`src/hw/genesis_bus_pkg.sv`:
```
// ------------------------------------------------
// Genesis bus fabric shared definitions
// Bus widths, address map and open-bus values
// ------------------------------------------------
`default_nettype none

package genesis_bus_pkg;

	// ------------------------------------------------
	// Widths
	// ------------------------------------------------
	// Main bus carries word addresses 23:1
	localparam int M68K_AW = 23;
	localparam int M68K_DW = 16;
	localparam int Z80_AW  = 16;
	localparam int Z80_DW  = 8;
	localparam int ZBUS_AW = 15;
	localparam int BANK_W  = 9;

	// ------------------------------------------------
	// Main-bus address map
	// ------------------------------------------------
	// Region code in bits 23:21
	localparam logic [2:0]  WRAM_TOP        = 3'b111;
	// Z80 window page in bits 23:16
	localparam logic [7:0]  ZWIN_PAGE       = 8'hA0;
	localparam logic [11:0] CTRL_PAGE       = 12'hA11;
	localparam logic [3:0]  CTRL_BUSREQ_SEL = 4'h1;
	localparam logic [3:0]  CTRL_RESET_SEL  = 4'h2;
	localparam int          CTRL_BIT        = 8;

	// Z80 local pages in bits 14:8
	localparam logic [6:0]  Z80_BANK_PAGE   = 7'h60;
	localparam logic [6:0]  Z80_LOCAL_LIMIT = 7'h7F;

	// Open bus reads as all ones
	localparam logic [15:0] OPEN_WORD = 16'hFFFF;
	localparam logic [7:0]  OPEN_BYTE = 8'hFF;

endpackage

`default_nettype wire

```
`src/hw/mbus_if.sv`:
```
// ------------------------------------------------
// Main-bus request channel
// One master port to the main-bus controller
// ------------------------------------------------
`timescale 1ns/10ps
`default_nettype none

interface mbus_if;

	logic                                req;
	logic [genesis_bus_pkg::M68K_AW-1:0] addr;
	logic [genesis_bus_pkg::M68K_DW-1:0] wdata;
	logic                                we;
	// Bit 1 is the upper (even) byte
	logic [1:0]                          be;
	logic [genesis_bus_pkg::M68K_DW-1:0] rdata;
	logic                                ack;

	// Request held until the one-cycle ack
	modport master (
		output req, addr, wdata, we, be,
		input  rdata, ack
	);

	modport slave (
		input  req, addr, wdata, we, be,
		output rdata, ack
	);

endinterface

`default_nettype wire

```
`src/hw/zbus_if.sv`:
```
// ------------------------------------------------
// Z80-bus request channel
// Byte access to the Z80-bus controller
// ------------------------------------------------
`timescale 1ns/10ps
`default_nettype none

interface zbus_if;

	logic                                req;
	logic [genesis_bus_pkg::ZBUS_AW-1:0] addr;
	logic [genesis_bus_pkg::Z80_DW-1:0]  wdata;
	logic                                we;
	logic [genesis_bus_pkg::Z80_DW-1:0]  rdata;
	logic                                ack;

	modport requester (
		output req, addr, wdata, we,
		input  rdata, ack
	);

	modport controller (
		input  req, addr, wdata, we,
		output rdata, ack
	);

endinterface

`default_nettype wire

```
`src/hw/z80_apb_port.sv`:
```
// ------------------------------------------------
// Z80 side APB slave
// Local decode, bank register and the 8000-FFFF
// window into main-bus space
// ------------------------------------------------
`timescale 1ns/10ps
`default_nettype none

module z80_apb_port (
	input  wire                                MCLK,
	input  wire                                reset,
	input  wire                                psel,
	input  wire                                penable,
	input  wire                                pwrite,
	input  wire  [genesis_bus_pkg::Z80_AW-1:0] paddr,
	input  wire  [genesis_bus_pkg::Z80_DW-1:0] pwdata,
	output logic [genesis_bus_pkg::Z80_DW-1:0] prdata,
	output logic                               pready,
	mbus_if.master                             mb,
	zbus_if.requester                          zb
);

	logic [6:0]                         page;
	logic [genesis_bus_pkg::BANK_W-1:0] bank;
	logic                               access;
	logic                               win_sel;
	logic                               zb_sel;
	logic                               local_go;
	logic [genesis_bus_pkg::Z80_DW-1:0] win_byte;

	assign access  = psel & penable & ~pready;
	assign page    = paddr[14:8];
	assign win_sel = paddr[15];
	// Pages below 7F except the bank register page
	assign zb_sel  = !paddr[15] && (page < genesis_bus_pkg::Z80_LOCAL_LIMIT)
		&& (page != genesis_bus_pkg::Z80_BANK_PAGE);
	// Bank register and page 7F answer here in one cycle
	assign local_go = access & ~win_sel & ~zb_sel;

	// ------------------------------------------------
	// Window into main-bus space
	// ------------------------------------------------
	assign mb.req   = access & win_sel;
	assign mb.addr  = {bank, paddr[14:1]};
	assign mb.wdata = {pwdata, pwdata};
	assign mb.we    = pwrite;
	// Even byte sits on the upper lane
	assign mb.be    = paddr[0] ? 2'b01 : 2'b10;
	assign win_byte = paddr[0] ? mb.rdata[7:0] : mb.rdata[15:8];

	// Z80 RAM side
	assign zb.req   = access & zb_sel;
	assign zb.addr  = paddr[14:0];
	assign zb.wdata = pwdata;
	assign zb.we    = pwrite;

	always_ff @(posedge MCLK) begin
		if (reset) begin
			pready <= 1'b0;
			bank   <= '0;
		end else begin
			pready <= mb.ack | zb.ack | local_go;
			// One address bit per write, shifted in from the top
			if (local_go && pwrite && page == genesis_bus_pkg::Z80_BANK_PAGE) begin
				bank <= {pwdata[0], bank[genesis_bus_pkg::BANK_W-1:1]};
			end
		end
	end

	always_ff @(posedge MCLK) begin
		if (mb.ack) begin
			prdata <= win_byte;
		end else if (zb.ack) begin
			prdata <= zb.rdata;
		end else if (local_go) begin
			prdata <= genesis_bus_pkg::OPEN_BYTE;
		end
	end

endmodule

`default_nettype wire

```
`src/flat_wrapper.sv`:
```
// flat-port wrapper written by rule: the top's interface ports become plain ports
module z80_apb_port_flat 
  (MCLK, reset, psel, penable, pwrite, paddr, pwdata, prdata, pready, mb_req, mb_addr, mb_wdata, mb_we, mb_be, mb_rdata, mb_ack, zb_req, zb_addr, zb_wdata, zb_we, zb_rdata, zb_ack);
  mbus_if mb_i ();
  zbus_if zb_i ();
  input  wire MCLK;
  input  wire reset;
  input  wire psel;
  input  wire penable;
  input  wire pwrite;
  input  wire  [genesis_bus_pkg::Z80_AW-1:0] paddr;
  input  wire  [genesis_bus_pkg::Z80_DW-1:0] pwdata;
  output logic [genesis_bus_pkg::Z80_DW-1:0] prdata;
  output logic pready;
  output wire logic [$bits(mb_i.req)-1:0] mb_req;
  output wire logic [$bits(mb_i.addr)-1:0] mb_addr;
  output wire logic [$bits(mb_i.wdata)-1:0] mb_wdata;
  output wire logic [$bits(mb_i.we)-1:0] mb_we;
  output wire logic [$bits(mb_i.be)-1:0] mb_be;
  input wire logic [$bits(mb_i.rdata)-1:0] mb_rdata;
  input wire logic [$bits(mb_i.ack)-1:0] mb_ack;
  output wire logic [$bits(zb_i.req)-1:0] zb_req;
  output wire logic [$bits(zb_i.addr)-1:0] zb_addr;
  output wire logic [$bits(zb_i.wdata)-1:0] zb_wdata;
  output wire logic [$bits(zb_i.we)-1:0] zb_we;
  input wire logic [$bits(zb_i.rdata)-1:0] zb_rdata;
  input wire logic [$bits(zb_i.ack)-1:0] zb_ack;
  assign mb_req = mb_i.req;
  assign mb_addr = mb_i.addr;
  assign mb_wdata = mb_i.wdata;
  assign mb_we = mb_i.we;
  assign mb_be = mb_i.be;
  assign mb_i.rdata = mb_rdata;
  assign mb_i.ack = mb_ack;
  assign zb_req = zb_i.req;
  assign zb_addr = zb_i.addr;
  assign zb_wdata = zb_i.wdata;
  assign zb_we = zb_i.we;
  assign zb_i.rdata = zb_rdata;
  assign zb_i.ack = zb_ack;
  z80_apb_port u_core (.MCLK(MCLK), .reset(reset), .psel(psel), .penable(penable), .pwrite(pwrite), .paddr(paddr), .pwdata(pwdata), .prdata(prdata), .pready(pready), .mb(mb_i), .zb(zb_i));
endmodule
```
`config.mk`:
```
export PLATFORM = sky130hd
export DESIGN_NAME = z80_apb_port_flat
export DESIGN_NICKNAME = d
export VERILOG_FILES = /design/src/hw/genesis_bus_pkg.sv /design/src/hw/mbus_if.sv /design/src/hw/zbus_if.sv /design/src/hw/z80_apb_port.sv /design/src/flat_wrapper.sv
export SDC_FILE = /design/constraint.sdc
export NUM_CORES = 1
export LEC_CHECK = 0
export BUFFER_PORTS_ARGS = -buffer_cell sky130_fd_sc_hd__buf_4
export CAP_MARGIN = 10
export CORE_ASPECT_RATIO = 0.5
export CORE_MARGIN = 2
export CORE_UTILIZATION = 35
export CTS_CLUSTER_DIAMETER = 150
export DETAILED_ROUTE_END_ITERATION = 6
export HOLD_SLACK_MARGIN = 0.08
export PLACE_DENSITY = 0.78
export SLEW_MARGIN = 20
export SYNTH_ARGS = -nofsm -noshare
export SYNTH_HDL_FRONTEND = slang
export SYNTH_SLANG_ARGS = --single-unit
```
`constraint.sdc`:
```
create_clock -name MCLK -period 3.18 [get_ports MCLK]
set_clock_uncertainty 0.15 [all_clocks]
set_input_delay 0.159 -clock MCLK [delete_from_list [all_inputs] [get_ports MCLK]]
set_output_delay 0.159 -clock MCLK [all_outputs]
set_load 0.02 [all_outputs]
```
# Word level (Yosys, flattened, before mapping)
# Cells that the tools add are included.
# word_totals
regBits	18
in_bits	55
# classes
mux	5
reduce_logical	6
bitwise	11
eq_ne	2
order_cmp	1
# ops
op	n
8-bit two-way mux	4
7-bit equality test (second input constant)	1
7-bit less-than comparator (second input constant)	1
7-bit inequality test (second input constant)	1
1-bit bitwise AND	6
1-bit logical AND	4
1-bit inverter	3
3-bit nonzero test	1
2-bit two-way mux	1
1-bit OR	2
1-bit zero test	1

# Logic depth before layout (Yosys ltp)
# depth
ltp_word	8
depth_mapped	4

# Worst setup path before layout
# OpenSTA, ideal clock, no wires.
# synth_timing
path_kind	reg-to-reg
start	register u_core.pready
end	register u_core.prdata[0] in the netlist's numbering, enable pin
setup_ns	0.384
required_time_ns	2.646
arrival_ns	1.473
slack_ns	1.173
stages_incl_launch_ff	4
period_less_slack_ns	2.007
path_cell_list	dfxtp_1 and4bb_4 nand3_1 o21ai_0
# synth_between
elab_chain_cells	5
# synth_lines
element	line	text
from (decl)	z80_apb_port.sv:18	output logic pready,
from (signal assigned)	z80_apb_port.sv:62	pready <= mb.ack | zb.ack | local_go;
1-bit inverter	z80_apb_port.sv:31	assign access = psel & penable & ~pready;
1-bit bitwise AND	z80_apb_port.sv:31	
1-bit bitwise AND (2 in a row)	z80_apb_port.sv:38	assign local_go = access & ~win_sel & ~zb_sel;
3-bit nonzero test (no source line)	--	
to (signal assigned)	z80_apb_port.sv:72	prdata <= win_byte;
to (signal assigned)	z80_apb_port.sv:74	prdata <= zb.rdata;
to (signal assigned)	z80_apb_port.sv:76	prdata <= genesis_bus_pkg::OPEN_BYTE;
to (decl)	z80_apb_port.sv:17	output logic [genesis_bus_pkg::Z80_DW-1:0] prdata,
# No other way between the ends.
# A chain may end at the register's enable or synchronous reset.

==> impl_metrics.env <==
export IMPL_fmax_mhz=578.7
export IMPL_dp_hpwl_um=2223
export IMPL_rsz0062_at_grt="no"
export IMPL_p_leak_nw=0.8268
export IMPL_holdCritPathClass="primary input to flop"
export IMPL_syn_nets=195
export IMPL_syn_area_sq_um=1339
export IMPL_start_util_pct=37.74
export IMPL_yosysWarningCount=0
export IMPL_cts_tree="yes"
export IMPL_syn_to_final_growth_pct=26.17
export IMPL_worst_slew_pin_slew_ps=281.6
export IMPL_arrival_ps=1780
export IMPL_finalCriticalPeriod_ps=1728
export IMPL_synth_edf_count=8
export IMPL_yosysMostFrequentCell="buf_4"
export IMPL_core_area_sq_um=3547
export IMPL_cts_buffers=3
export IMPL_cp_max_fo=12
export IMPL_ys_seq_area_share_pct=32.90
export IMPL_drt_wirelength_per_cell_um=12.18
export IMPL_antenna_found_initial=0
export IMPL_drc=0
export IMPL_powerDensity_nw_per_um2=347.3
export IMPL_ys_seq_elements=18
export IMPL_num_vias=966
export IMPL_drtAntennaViolNets=0
export IMPL_grt_usage_pct=11.34
export IMPL_place_congestion=0.6565
export IMPL_firstDrtPassIters=4
export IMPL_drive_gt1_share_pct=52.60
export IMPL_antennaDiodeCount=0
export IMPL_place_port_buffers=82
export IMPL_grt_pass1_wl_um=3850
export IMPL_path_common_cell="dlygate4sd3_1"
export IMPL_grt_overflow=0
export IMPL_synth_cells=140
export IMPL_viasPerCell=4.313
export IMPL_required_ps=3230
export IMPL_r2r_slack_ps=1450
export IMPL_cp_end_kind="flop"
export IMPL_fin_tns_setup_ps=0
export IMPL_netlist_top_cell_by_area="buf_4"
export IMPL_chipHeight_um=47.74
export IMPL_ioPinCount=132
export IMPL_final_cells=224
export IMPL_fp_dieW_um=91.47
export IMPL_startpoint_type="primary input"
export IMPL_synth_ff_type="dfxtp_1"
export IMPL_slowest_stage="dlygate4sd3_1"
export IMPL_clkLatencyLatePin_ps=250
export IMPL_finalHoldViolations=0
export IMPL_period_share_pct=54.34
export IMPL_synth_area_leaders="buf_4 (32%), edfxtp_1 (18%), dfxtp_1 (15%), mux2i_1 (13%), nand2b_1 (5.1%)"
export IMPL_synth_distinct_cells=24
export IMPL_slowest_delay_ps=560
export IMPL_yosys_top_cells_count="buf_4 (57), mux2i_1 (18), nand2b_1 (11)"
export IMPL_num_rows=15
export IMPL_cts_htree_levels=1
export IMPL_crit_chain="dlygate4sd3_1, buf_4, or2_2, o31ai_1, dlygate4sd3_1"
export IMPL_slew_violations=0
export IMPL_syn_area_per_cell_sq_um=9.563
export IMPL_setup_viol=0
export IMPL_die_area_sq_um=4366
export IMPL_synth_top_area_share_pct=31.96
export IMPL_grt_pass1_vias=861
export IMPL_grt_max_degree=13
export IMPL_worst_slew_margin_rel_pct=81.22
export IMPL_drt_iter0_drc=27
export IMPL_fin_nets=229
export IMPL_ir_drop_mv=0.1145
export IMPL_wl_um=2729
export IMPL_outcome="finished, final reports clean"
export IMPL_place_inst=214
export IMPL_path_class="primary input to flop"
export IMPL_async_flop_share_pct=0
export IMPL_cts_root_buffer="clkbuf_8"
export IMPL_clk_path_buf_depth=2
export IMPL_numClockSinks=18
export IMPL_maxCapViolCount=0
export IMPL_clkTransAtPathRegs_ps=60
-- per-layer routing --
metal	GRT usage, %	vias to the layer above	part of all wire [%]
met5	0	-	0
li1	-	483	-
met2	23.53	37	54
met4	4.242	0	1.1
met1	10.43	442	34
met3	5.197	4	11
-- final timing paths --
path | from | depth (start not counted) | end
max | reset | 5 | u_core.pready$_SDFF_PP0_
min reg2reg | u_core.bank[0]$_SDFFE_PP0P_ | 2 | u_core.bank[0]$_SDFFE_PP0P_
max reg2reg | u_core.pready$_SDFF_PP0_ | 4 | u_core.pready$_SDFF_PP0_
min | zb_rdata[0] | 3 | u_core.prdata[0]$_DFFE_PP_
-- sequential cells by signal, summed over array words and instances, names as in the netlist --
name	cells
u_core.pready	1
u_core.prdata	8
u_core.bank	9
-- placed cells by master, fill, tap and decap left out --
| cell type | Yosys | routed |
|---|---|---|
| and3_1 | 1 | 1 |
| nor2_1 | 10 | 10 |
| buf_4 | 57 | 83 |
| nand2_1 | 1 | 1 |
| nor3_2 | 1 | 1 |
| clkbuf_8 | 0 | 3 |
| edfxtp_1 | 8 | 8 |
| clkbuf_1 | 1 | 1 |
| nand2b_1 | 11 | 11 |
| dfxtp_1 | 10 | 10 |
| nand4_4 | 1 | 1 |
| and4_1 | 2 | 2 |
| or2_2 | 1 | 1 |
| a21oi_1 | 7 | 7 |
| mux2i_1 | 18 | 18 |
| o21ai_0 | 1 | 1 |
| a22oi_1 | 1 | 1 |
| nor4_1 | 1 | 1 |
| o31ai_1 | 1 | 1 |
| and4b_2 | 1 | 1 |
| and4bb_4 | 1 | 1 |
| inv_1 | 1 | 1 |
| nand3_1 | 1 | 1 |
| o21a_1 | 1 | 1 |
| dlygate4sd3_1 | 0 | 6 |
-- power by group --
group | internal, mW | switching (mW)
Combinational | 0.0860 | 0.0790
Clock | 0.0889 | 0.0724
Sequential | 0.257 | 0.00368
Total | 0.432 | 0.155
-- metrics by stage --
stage,area [sq um],worst slack (ps),hold WS [ps],util (%),power [mW]
after global routing,1689,1376,108.8,47.62,0.6139
after CTS,1689,1447,98.98,47.62,0.5957
after floorplan,1339,1173,164.8,-,0.4174
after detailed placement,1584,1600,168.2,44.66,0.4261
after global placement,1584,1650,168.2,44.66,0.4235
final,1689,1452,97.34,47.62,0.5866
-- cell families (layout without fill, tap and decap cells) --
logic type,after synthesis,count (layout),share of synthesized area (%)
buf+inv,61,94,33.27
simple gates,32,32,15.70
mux,18,18,13.46
flops,18,18,32.90
compound gates,11,11,4.673
-- critical path, delay by kind of cell --
family | cells | cell delay [ps]
buffers and inverters | 3 | 1270
and+or+nand+nor | 1 | 290
AOI/OAI and AO/OA | 1 | 60
-- layout make-up --
type	count	area, sq um
Timing Repair Buffer	89	683.2
Sequential cell	18	440.4
Clock buffer	4	45.04
Tap cell	51	63.81
Multi-Input combinational cell	61	452.9
Inverter	1	3.754
Fill cell	337	1858
-- timing repair --
item / 4_1_cts / 5_1_grt
buffers inserted: 0 / 0
hold buffers: 6 / 0
endpoints found under the hold margin: 5 / 0
resized for setup: 0 / 0
Power figures use the tool's default switching activity.
