===== src/hw/genesis_bus_pkg.sv =====
// ------------------------------------------------
// Genesis bus fabric shared definitions
// Bus widths, address map and open-bus values
// ------------------------------------------------
`default_nettype none

package genesis_bus_pkg;

	// ------------------------------------------------
	// Widths
	// ------------------------------------------------
	// Main bus carries word addresses 23:1
	localparam int M68K_AW = 23;
	localparam int M68K_DW = 16;
	localparam int Z80_AW  = 16;
	localparam int Z80_DW  = 8;
	localparam int ZBUS_AW = 15;
	localparam int BANK_W  = 9;

	// ------------------------------------------------
	// Main-bus address map
	// ------------------------------------------------
	// Region code in bits 23:21
	localparam logic [2:0]  WRAM_TOP        = 3'b111;
	// Z80 window page in bits 23:16
	localparam logic [7:0]  ZWIN_PAGE       = 8'hA0;
	localparam logic [11:0] CTRL_PAGE       = 12'hA11;
	localparam logic [3:0]  CTRL_BUSREQ_SEL = 4'h1;
	localparam logic [3:0]  CTRL_RESET_SEL  = 4'h2;
	localparam int          CTRL_BIT        = 8;

	// Z80 local pages in bits 14:8
	localparam logic [6:0]  Z80_BANK_PAGE   = 7'h60;
	localparam logic [6:0]  Z80_LOCAL_LIMIT = 7'h7F;

	// Open bus reads as all ones
	localparam logic [15:0] OPEN_WORD = 16'hFFFF;
	localparam logic [7:0]  OPEN_BYTE = 8'hFF;

endpackage

`default_nettype wire


===== src/hw/mbus_if.sv =====
// ------------------------------------------------
// Main-bus request channel
// One master port to the main-bus controller
// ------------------------------------------------
`timescale 1ns/10ps
`default_nettype none

interface mbus_if;

	logic                                req;
	logic [genesis_bus_pkg::M68K_AW-1:0] addr;
	logic [genesis_bus_pkg::M68K_DW-1:0] wdata;
	logic                                we;
	// Bit 1 is the upper (even) byte
	logic [1:0]                          be;
	logic [genesis_bus_pkg::M68K_DW-1:0] rdata;
	logic                                ack;

	// Request held until the one-cycle ack
	modport master (
		output req, addr, wdata, we, be,
		input  rdata, ack
	);

	modport slave (
		input  req, addr, wdata, we, be,
		output rdata, ack
	);

endinterface

`default_nettype wire


===== src/hw/m68k_apb_port.sv =====
// ------------------------------------------------
// 68000 side APB slave
// Turns each APB access into a main-bus request
// ------------------------------------------------
`timescale 1ns/10ps
`default_nettype none

module m68k_apb_port (
	input  wire                                MCLK,
	input  wire                                reset,
	input  wire                                psel,
	input  wire                                penable,
	input  wire                                pwrite,
	input  wire  [genesis_bus_pkg::M68K_AW:0]  paddr,
	input  wire  [genesis_bus_pkg::M68K_DW-1:0] pwdata,
	input  wire  [1:0]                         pstrb,
	output logic [genesis_bus_pkg::M68K_DW-1:0] prdata,
	output logic                               pready,
	mbus_if.master                             mb
);

	// Request lives from the first access cycle until pready
	assign mb.req   = psel & penable & ~pready;
	assign mb.addr  = paddr[genesis_bus_pkg::M68K_AW:1];
	assign mb.wdata = pwdata;
	assign mb.we    = pwrite;
	// Reads always fetch the whole word
	assign mb.be    = pwrite ? pstrb : 2'b11;

	always_ff @(posedge MCLK) begin
		if (reset) begin
			pready <= 1'b0;
		end else begin
			pready <= mb.ack;
		end
	end

	always_ff @(posedge MCLK) begin
		if (mb.ack) begin
			prdata <= mb.rdata;
		end
	end

	// APB master must hold the transfer while we wait
	assert property (@(posedge MCLK) disable iff (reset)
		psel && penable && !pready |=> psel && penable && $stable(paddr)
			&& $stable(pwrite) && $stable(pwdata) && $stable(pstrb));

endmodule

`default_nettype wire


===== src/flat_wrapper.sv =====
// flat-port wrapper written by rule: the top's interface ports become plain ports
module m68k_apb_port_flat 
  (MCLK, reset, psel, penable, pwrite, paddr, pwdata, pstrb, prdata, pready, mb_req, mb_addr, mb_wdata, mb_we, mb_be, mb_rdata, mb_ack);
  mbus_if mb_i ();
  input  wire MCLK;
  input  wire reset;
  input  wire psel;
  input  wire penable;
  input  wire pwrite;
  input  wire  [genesis_bus_pkg::M68K_AW:0] paddr;
  input  wire  [genesis_bus_pkg::M68K_DW-1:0] pwdata;
  input  wire  [1:0] pstrb;
  output logic [genesis_bus_pkg::M68K_DW-1:0] prdata;
  output logic pready;
  output wire logic [$bits(mb_i.req)-1:0] mb_req;
  output wire logic [$bits(mb_i.addr)-1:0] mb_addr;
  output wire logic [$bits(mb_i.wdata)-1:0] mb_wdata;
  output wire logic [$bits(mb_i.we)-1:0] mb_we;
  output wire logic [$bits(mb_i.be)-1:0] mb_be;
  input wire logic [$bits(mb_i.rdata)-1:0] mb_rdata;
  input wire logic [$bits(mb_i.ack)-1:0] mb_ack;
  assign mb_req = mb_i.req;
  assign mb_addr = mb_i.addr;
  assign mb_wdata = mb_i.wdata;
  assign mb_we = mb_i.we;
  assign mb_be = mb_i.be;
  assign mb_i.rdata = mb_rdata;
  assign mb_i.ack = mb_ack;
  m68k_apb_port u_core (.MCLK(MCLK), .reset(reset), .psel(psel), .penable(penable), .pwrite(pwrite), .paddr(paddr), .pwdata(pwdata), .pstrb(pstrb), .prdata(prdata), .pready(pready), .mb(mb_i));
endmodule

===== config.mk =====
export PLATFORM = sky130hd
export DESIGN_NAME = m68k_apb_port_flat
export DESIGN_NICKNAME = d
export VERILOG_FILES = /design/src/hw/genesis_bus_pkg.sv /design/src/hw/mbus_if.sv /design/src/hw/m68k_apb_port.sv /design/src/flat_wrapper.sv
export SDC_FILE = /design/constraint.sdc
export NUM_CORES = 1
export LEC_CHECK = 0
export ABC_AREA = 1
export BUFFER_PORTS_ARGS = -buffer_cell sky130_fd_sc_hd__buf_2
export CAP_MARGIN = 20
export CORE_ASPECT_RATIO = 0.8
export CORE_MARGIN = 5
export CORE_UTILIZATION = 32
export CTS_BUF_LIST = sky130_fd_sc_hd__clkbuf_8
export CTS_CLUSTER_SIZE = 25
export DETAILED_ROUTE_END_ITERATION = 10
export PLACE_DENSITY = 0.87
export SYNTH_ARGS = -nofsm -noshare
export SYNTH_HDL_FRONTEND = slang
export SYNTH_SLANG_ARGS = --single-unit

===== constraint.sdc =====
create_clock -name MCLK -period 0.8 [get_ports MCLK]
set_input_delay 0.08 -clock MCLK [delete_from_list [all_inputs] [get_ports MCLK]]
set_output_delay 0.08 -clock MCLK [all_outputs]
set_load 0.03 [all_outputs]

======== Word-level counts from Yosys, hierarchy flattened ========
Cells that the tools add are included.
Widths: inputs -> output; s select.
storage, ports and cells
  bits in registers ....................... 17
  output and inout port bits .............. 60
  input bits .............................. 64
  logic and storage cells ................. 6
cells by class
  mux-type cells .......................... 1
  bitwise operators ....................... 3
operators by type and width
  cell         number
  $and 1x1->1  2
  $mux 2       1
  $not 1->1    1

======== Longest topological paths before layout ========
Gate-level depths: netlist of the first run.
  depth in word-level cells ............... 2
  gate-level depth with buffers ........... 2
  mapped depth without buffers ............ 2

======== Worst setup path before layout of the first run ========
No wires, ideal clock.
  path type ............................... register -> output
  from .................................... register u_core.pready
  to ...................................... output mb_req
  data arrival time ....................... 0.727 ns
  path slack .............................. -0.007 ns
  buffers on the path ..................... 0
  stages on the path, launching flop included .. 2
  required time ........................... 0.720 ns
  cells stage by stage .................... dfxtp_1 nor2_2
on the way
  word-level cells in the longest chain between the ends .. 2
RTL lines
  what                    RTL line             source
  from (decl)             m68k_apb_port.sv:18  output logic pready,
  from (signal assigned)  m68k_apb_port.sv:34  pready <= mb.ack;
  $not 1->1               m68k_apb_port.sv:23  assign mb.req = psel & penable & ~pready;
  $and 1x1->1             m68k_apb_port.sv:23
  to (decl)               flat_wrapper.sv:15   output wire logic [$bits(mb_i.req)-1:0] mb_req;
Every way passes these cells.

======== Final worst setup path of the first run ========
Ends and elaborated chain as after synthesis.

==> results of run 1 <==
sequential cells by signal, indices dropped and copies added, names as in the netlist:
signal	flops
u_core.prdata	16
u_core.pready	1
layout by cell type, fill, tap and decap left out:
master	instances
edfxtp_1	16
nand2_1	3
clkbuf_8	3
buf_6	18
dlygate4sd3_1	11
buf_2	26
nor2_1	1
dfxtp_2	1
buf_12	1
nor2_4	1
inv_1	4
stage by stage:
step,hold WS [ns],setup TNS (ns),cell area (µm²),power (µW),worst slack (ns)
after CTS,0.000105,-1.14,1010,2130,-0.0839
after global routing,0.000885,-1.55,1090,2230,-0.103
final,0.00879,-0.946,1090,2130,-0.0721
after detailed placement,0.160,0,823,1420,0.115
after global placement,0.160,0,823,1410,0.132
after floorplan,0.151,0,838,1630,0.0656
power breakdown:
group / total, µW / leakage (µW) / switching, µW / internal, µW
Sequential: 1080 / 0.000165 / 31.3 / 1050
Clock: 590 / 0.0000269 / 251 / 339
Combinational: 452 / 0.000292 / 233 / 219
worst max-delay path: cells and delay by family, from the launching register on:
family / cells / cell delay [ns]
buffers and inverters: 1 / 0.13
and+or+nand+nor: 1 / 0.08
DFF: 1 / 0.34
per-layer routing:
| layer | share of wire (%) | track usage (%) |
|---|---|---|
| met1 | 25 | 4.67 |
| met2 | 51 | 14.7 |
| met3 | 19 | 8.69 |
| met4 | 4.3 | 5.78 |
| met5 | 0 | 0 |
cells by family after synthesis:
logic type | Yosys count | synth area share (%)
simple gates | 5 | 2.55
buf+inv | 43 | 37.4
flops | 17 | 60.1
layout make-up:
cell class | instances | share of cell area [%]
sequential | 17 | 45.9
timing repair buffer | 56 | 42.4
tap | 36 | 4.12
inverter | 3 | 1.03
clock buffer | 3 | 3.78
multi-input combinational | 5 | 2.41
clock inverter | 1 | 0.344
what timing repair did:
| action | CTS | global route |
|---|---|---|
| pin swaps | 1 | 0 |
| gates resized for setup | 37 | 0 |
| setup endpoints to repair | 18 | 18 |
| hold endpoints to repair | 3 | 8 |
| hold buffers | 3 | 8 |
path summary, 6_finish.rpt:
path / to / slack, ns / start / depth (start not counted)
max: mb_req / -0.07 / u_core.pready / 2
min: u_core.prdata[2] / 0.009 / mb_rdata[2] / 1
==> results by group, run 1 <==
Status
  • Outcome: finished with violations
  • Failing checks: setup timing

Cells and area
  • Final Non-Filler Cells: 121
  • Fillers: 235
  • Area Growth Syn to Fin: 31.1%
  • Fin nets: 150
  • Multi-input gate area: 26.3 µm²
  • Fraction of final layout cells with drive strength greater than 1: 58.8%
  • Sequential cell area: 502 µm²
  • Ant diodes: 0
  • Layout Utilization: 44.4%

Clock network
  • CTS root buf: clkbuf_8
  • Setup repair bufs after CTS: 0
  • Worst-path clk slew: 0.06 ns
  • Max Root-Sink Buffers: 2
  • Sink Count: 17
  • Htree depth: 1
  • CTS tree: yes
  • Clock buffer count from CTS: 3

Timing
  • Final Hold Viols: 0
  • Final Setup Violations: 18
  • RSZ-0062 raised after global routing: yes
  • Final slew viol count: 0
  • Final Critical Period: 0.872 ns
  • Tightest Pin Transition: 0.162 ns
  • Maximum clock rate: 1150 MHz
  • Final period util: 109%
  • Worst setup margin: -0.0721 ns
  • Relative slew slack: 89.3%

Critical path
  • Worst EP required: 0.72 ns
  • Crit path max fanout: 2
  • Startpoint class of the critical path: register
  • WS Path Type: reg -> out
  • Worst Path Arrival: 0.79 ns
  • Max stage delay on crit path: 0.34 ns
  • Critical-path top delay cell: dfxtp_2
  • Cells along the critical path: nor2_4 -> buf_6
  • CP endpoint kind: output pin

Place
  • Port bufs: 44
  • Final GP Congestion: 0.632
  • DP HPWL: 1260 µm
  • Placed Cells incl. Taps: 106

Power and ir drop
  • Cell Pwr Density: 1950 nW/µm²
  • LEAKAGE: 0.000484 µW
  • VDD IR max: 643 µV

Logic synthesis
  • Yosys top cell area share: 57.7%
  • Synth area leader: edfxtp_1
  • Synth warn: 0
  • Distinct cells, synth: 7
  • Top-count cell post-synth: buf_4
  • Seq/Total Area, Yosys: 60.1%
  • Share of flip-flops with an asynchronous set or reset: 0%
  • Mapped Nets: 129
  • Synth Register Bits: 17
  • Avg Cell Area, Syn: 12.8 µm²
  • Largest cells by area after synthesis: edfxtp_1, buf_4, dfxtp_1, inv_1, nand2_1
  • Netlist area before placement: 833 µm²
  • Post-Syn Instances: 65
  • Synth Flop Type: edfxtp_1
  • Post-synth EDFFs: 16
  • Most frequent cells after synthesis: buf_4, edfxtp_1, inv_1, nand2_1

Routing
  • Detail Route Antenna Nets: 0
  • Post-DR wirelength/cell: 13.4 µm
  • Post-DR vias/cell: 3.91
  • Drt drc: 0
  • Vias: 473
  • Drt pass-1 iters: 2
  • Total wire length: 1620 µm
  • Initial detailed-routing violation count: 3

Floorplanning
  • Die width: 67.1 µm
  • Starting density of the core: 33.8%
  • Overall die height: 55.6 µm
  • Core Region: 2460 µm²
  • IO Pins: 124
  • Die ar.: 3730 µm²
  • Number of core rows: 16

GRT
  • First-pass GRT wire length: 2290 µm
  • Vias in the first global route: 499
  • Initial antenna violation count: 0
  • Largest net degree at the start of global routing: 18
  • GRT Total Usage: 8.50%
  • Remaining global-route overflow: 0

Job
  • MaxCap Viol Count: 0

Worst hold path
  • Hold Crit Class: in -> reg
Note: power is estimated with default switching activity, not from simulation.
==> run 2, diff against run 1 <==
--- a/config.mk
+++ b/config.mk
@@ -14,6 +14,7 @@
 export CTS_BUF_LIST = sky130_fd_sc_hd__clkbuf_8
 export CTS_CLUSTER_SIZE = 25
 export DETAILED_ROUTE_END_ITERATION = 10
+export HOLD_SLACK_MARGIN = 0.02
 export PLACE_DENSITY = 0.87
 export SYNTH_ARGS = -nofsm -noshare
 export SYNTH_HDL_FRONTEND = slang
==> run 2 against run 1 <==
The run still ends with setup timing left. Wire length rose by 0.99%. Total power rose by 1.1%. Clock power about the same. Largest power group unchanged. First-iteration DRC count is the same. Highest routed layer unchanged. Global-route usage up 0.54 points. Critical path depth did not move. Die area stayed put. Fmax barely moved. Count of clock-buffer cells in the layout unchanged.
==> results by group, run 2 (synthesized netlist as in run 1, its figures left out) <==
Critical path
  • CP endpoint kind: output pin
  • Max stage delay on crit path: 0.34 ns (about the same)
  • Worst EP required: 0.72 ns (about the same)
  • Critical-path top delay cell: dfxtp_2
  • Crit path max fanout: 2 (unchanged)
  • Worst Path Arrival: 0.79 ns (about the same)
  • Cells along the critical path: nor2_4 -> buf_6
  • Startpoint class of the critical path: register
  • WS Path Type: reg -> out

Status
  • Outcome: finished with violations
  • Failing checks: setup timing

Power and ir drop
  • Clock network power share: 27.5% (-0.3 points)
  • NetSw: 519 µW (+0.71%)
  • Flop pwr share: 50.4% (-0.5 points)
  • Switching Share: 24.2% (-0.085 points)
  • Int Power: 1630 µW (+1.2%)
  • Cell Pwr Density: 1860 nW/µm² (-4.2%)
  • Gate power share: 22.1% (+0.8 points)
  • VDD IR max: 658 µV (+2.4%)
  • LEAKAGE: 0.000509 µW (+5.2%)

Place
  • DP HPWL: 1260 µm (unchanged)
  • Port bufs: 44 (unchanged)
  • Final GP Congestion: 0.632 (unchanged)
  • Placed Instance Area: 823 µm² (unchanged)

Routing
  • Initial detailed-routing violation count: 3 (unchanged)
  • Drt pass-1 iters: 2 (unchanged)
  • Detail Route Antenna Nets: 0 (unchanged)
  • Post-DR vias/cell: 3.90 (-0.29%)
  • Total wire length: 1630 µm (+0.99%)
  • Drt drc: 0 (unchanged)
  • Vias: 495 (+4.7%)
  • Post-DR wirelength/cell: 12.9 µm (-3.8%)

Cells and area
  • Layout Utilization: 46.8% (+2.4 points)
  • Design area: 1150 µm² (+5.5%)
  • Ant diodes: 0 (unchanged)
  • Fin nets: 156 (+4.0%)
  • Area Growth Syn to Fin: 38.3%
  • Fillers: 232 (-1.3%)
  • Regs by FF count: u_core.prdata (16), u_core.pready (1)
  • Fraction of final layout cells with drive strength greater than 1: 54.9% (-3.9 points)
  • Most frequent cells in the layout: buf_2, buf_6, dlygate4sd3_1
  • Most flop-heavy register: u_core.prdata
  • Number of flip-flops in the largest register: 16 (unchanged)
  • Multi-input gate area: 26.3 µm² (unchanged)
  • Commonest non-fill, non-tap cell in the layout: buf_2
  • Sequential cell area: 502 µm² (unchanged)

Clock network
  • Worst-path clk slew: 0.06 ns (about the same)
  • Sink Count: 17 (unchanged)
  • Htree depth: 1 (unchanged)
  • CTS tree: yes
  • CTS root buf: clkbuf_8
  • Setup repair bufs after CTS: 0 (unchanged)
  • Max Root-Sink Buffers: 2 (unchanged)
  • Clock buffer count from CTS: 3 (unchanged)

GRT
  • Remaining global-route overflow: 0 (unchanged)
  • Initial antenna violation count: 0 (unchanged)
  • GRT Total Usage: 9.04% (+0.54 points)
  • Vias in the first global route: 548 (+9.8%)
  • Largest net degree at the start of global routing: 18 (unchanged)
  • First-pass GRT wire length: 2480 µm (+8.5%)

Timing
  • Tightest Pin Transition: 0.162 ns (unchanged)
  • Final period util: 109% (about the same)
  • Final Critical Period: 0.872 ns (-0.0000345 ns)
  • Worst setup margin: -0.0721 ns (+0.0000345 ns)
  • Relative slew slack: 89.3% (unchanged)
  • Final Setup Violations: 18 (unchanged)
  • Maximum clock rate: 1150 MHz (about the same)
  • Final Hold Viols: 0 (unchanged)
  • Final slew viol count: 0 (unchanged)
  • WHS: 0.160 ns (+0.151 ns)
  • RSZ-0062 raised after global routing: yes

Floorplanning
  • IO Pins: 124 (unchanged)
  • Overall die height: 55.6 µm (unchanged)
  • Starting density of the core: 33.8% (unchanged)
  • Number of core rows: 16 (unchanged)
  • Core Region: 2460 µm² (unchanged)
  • Die width: 67.1 µm (unchanged)
  • Die ar.: 3730 µm² (unchanged)

Worst hold path
  • Hold Crit Class: in -> out

Job
  • MaxCap Viol Count: 0 (unchanged)
run 2: per-stage QoR:
stage | std cells | setup WS, ns | setup TNS, ns | power (µW)
floorplan | 65 | 0.0656 | 0 | 1630
global placement | 106 | 0.132 | 0 | 1410
detailed placement | 106 | 0.115 | 0 | 1420
CTS | 127 | -0.0839 | -1.14 | 2180
global route | 127 | -0.103 | -1.55 | 2250
finish | 127 | -0.0721 | -0.946 | 2150
run 2: power groups by stage:
stage	clock network [µW]	registers (µW)	logic (µW)
after floorplan	0	1230	402
after global placement	0	1080	332
after detailed placement	0	1080	334
after CTS	620	1080	480
after global routing	666	1090	499
final	591	1080	475
run 2: path summary, 6_finish.rpt:
path / startpoint / endpoint / depth (start not counted)
worst max-delay path: u_core.pready / mb_req / 2
worst min-delay path: pwdata[11] / mb_wdata[11] / 0
run 2: area by class of cell:
class	count	area share, %
Timing Repair Buffer	62	45.4
Clock inverter	1	0.326
Sequential cell	17	43.5
Multi-Input combinational cell	5	2.28
Clock buffer	3	3.58
Tap cell	36	3.91
Inverter	3	0.977
run 2: critical path, delay by kind of cell (launching register included):
kind          cells  cell delay [ns]
buf+inv           1             0.13
flops             1             0.34
simple gates      1             0.08
run 2: timing repair:
item / 4_1_cts / 5_1_grt
hold buffers: 17 / 0
endpoints found under the hold margin: 17 / 0
pin swaps: 1 / 0
endpoints found under the setup margin: 18 / 18
resized for setup: 37 / 0
run 2: per-layer routing:
| layer | vias to the layer above | track usage [%] | share of wire [%] |
|---|---|---|---|
| li1 | 219 | - | - |
| met1 | 206 | 5.93 | 26 |
| met2 | 51 | 15.8 | 52 |
| met3 | 19 | 7.68 | 18 |
| met4 | 0 | 5.78 | 4.2 |
| met5 | - | 0 | 0 |
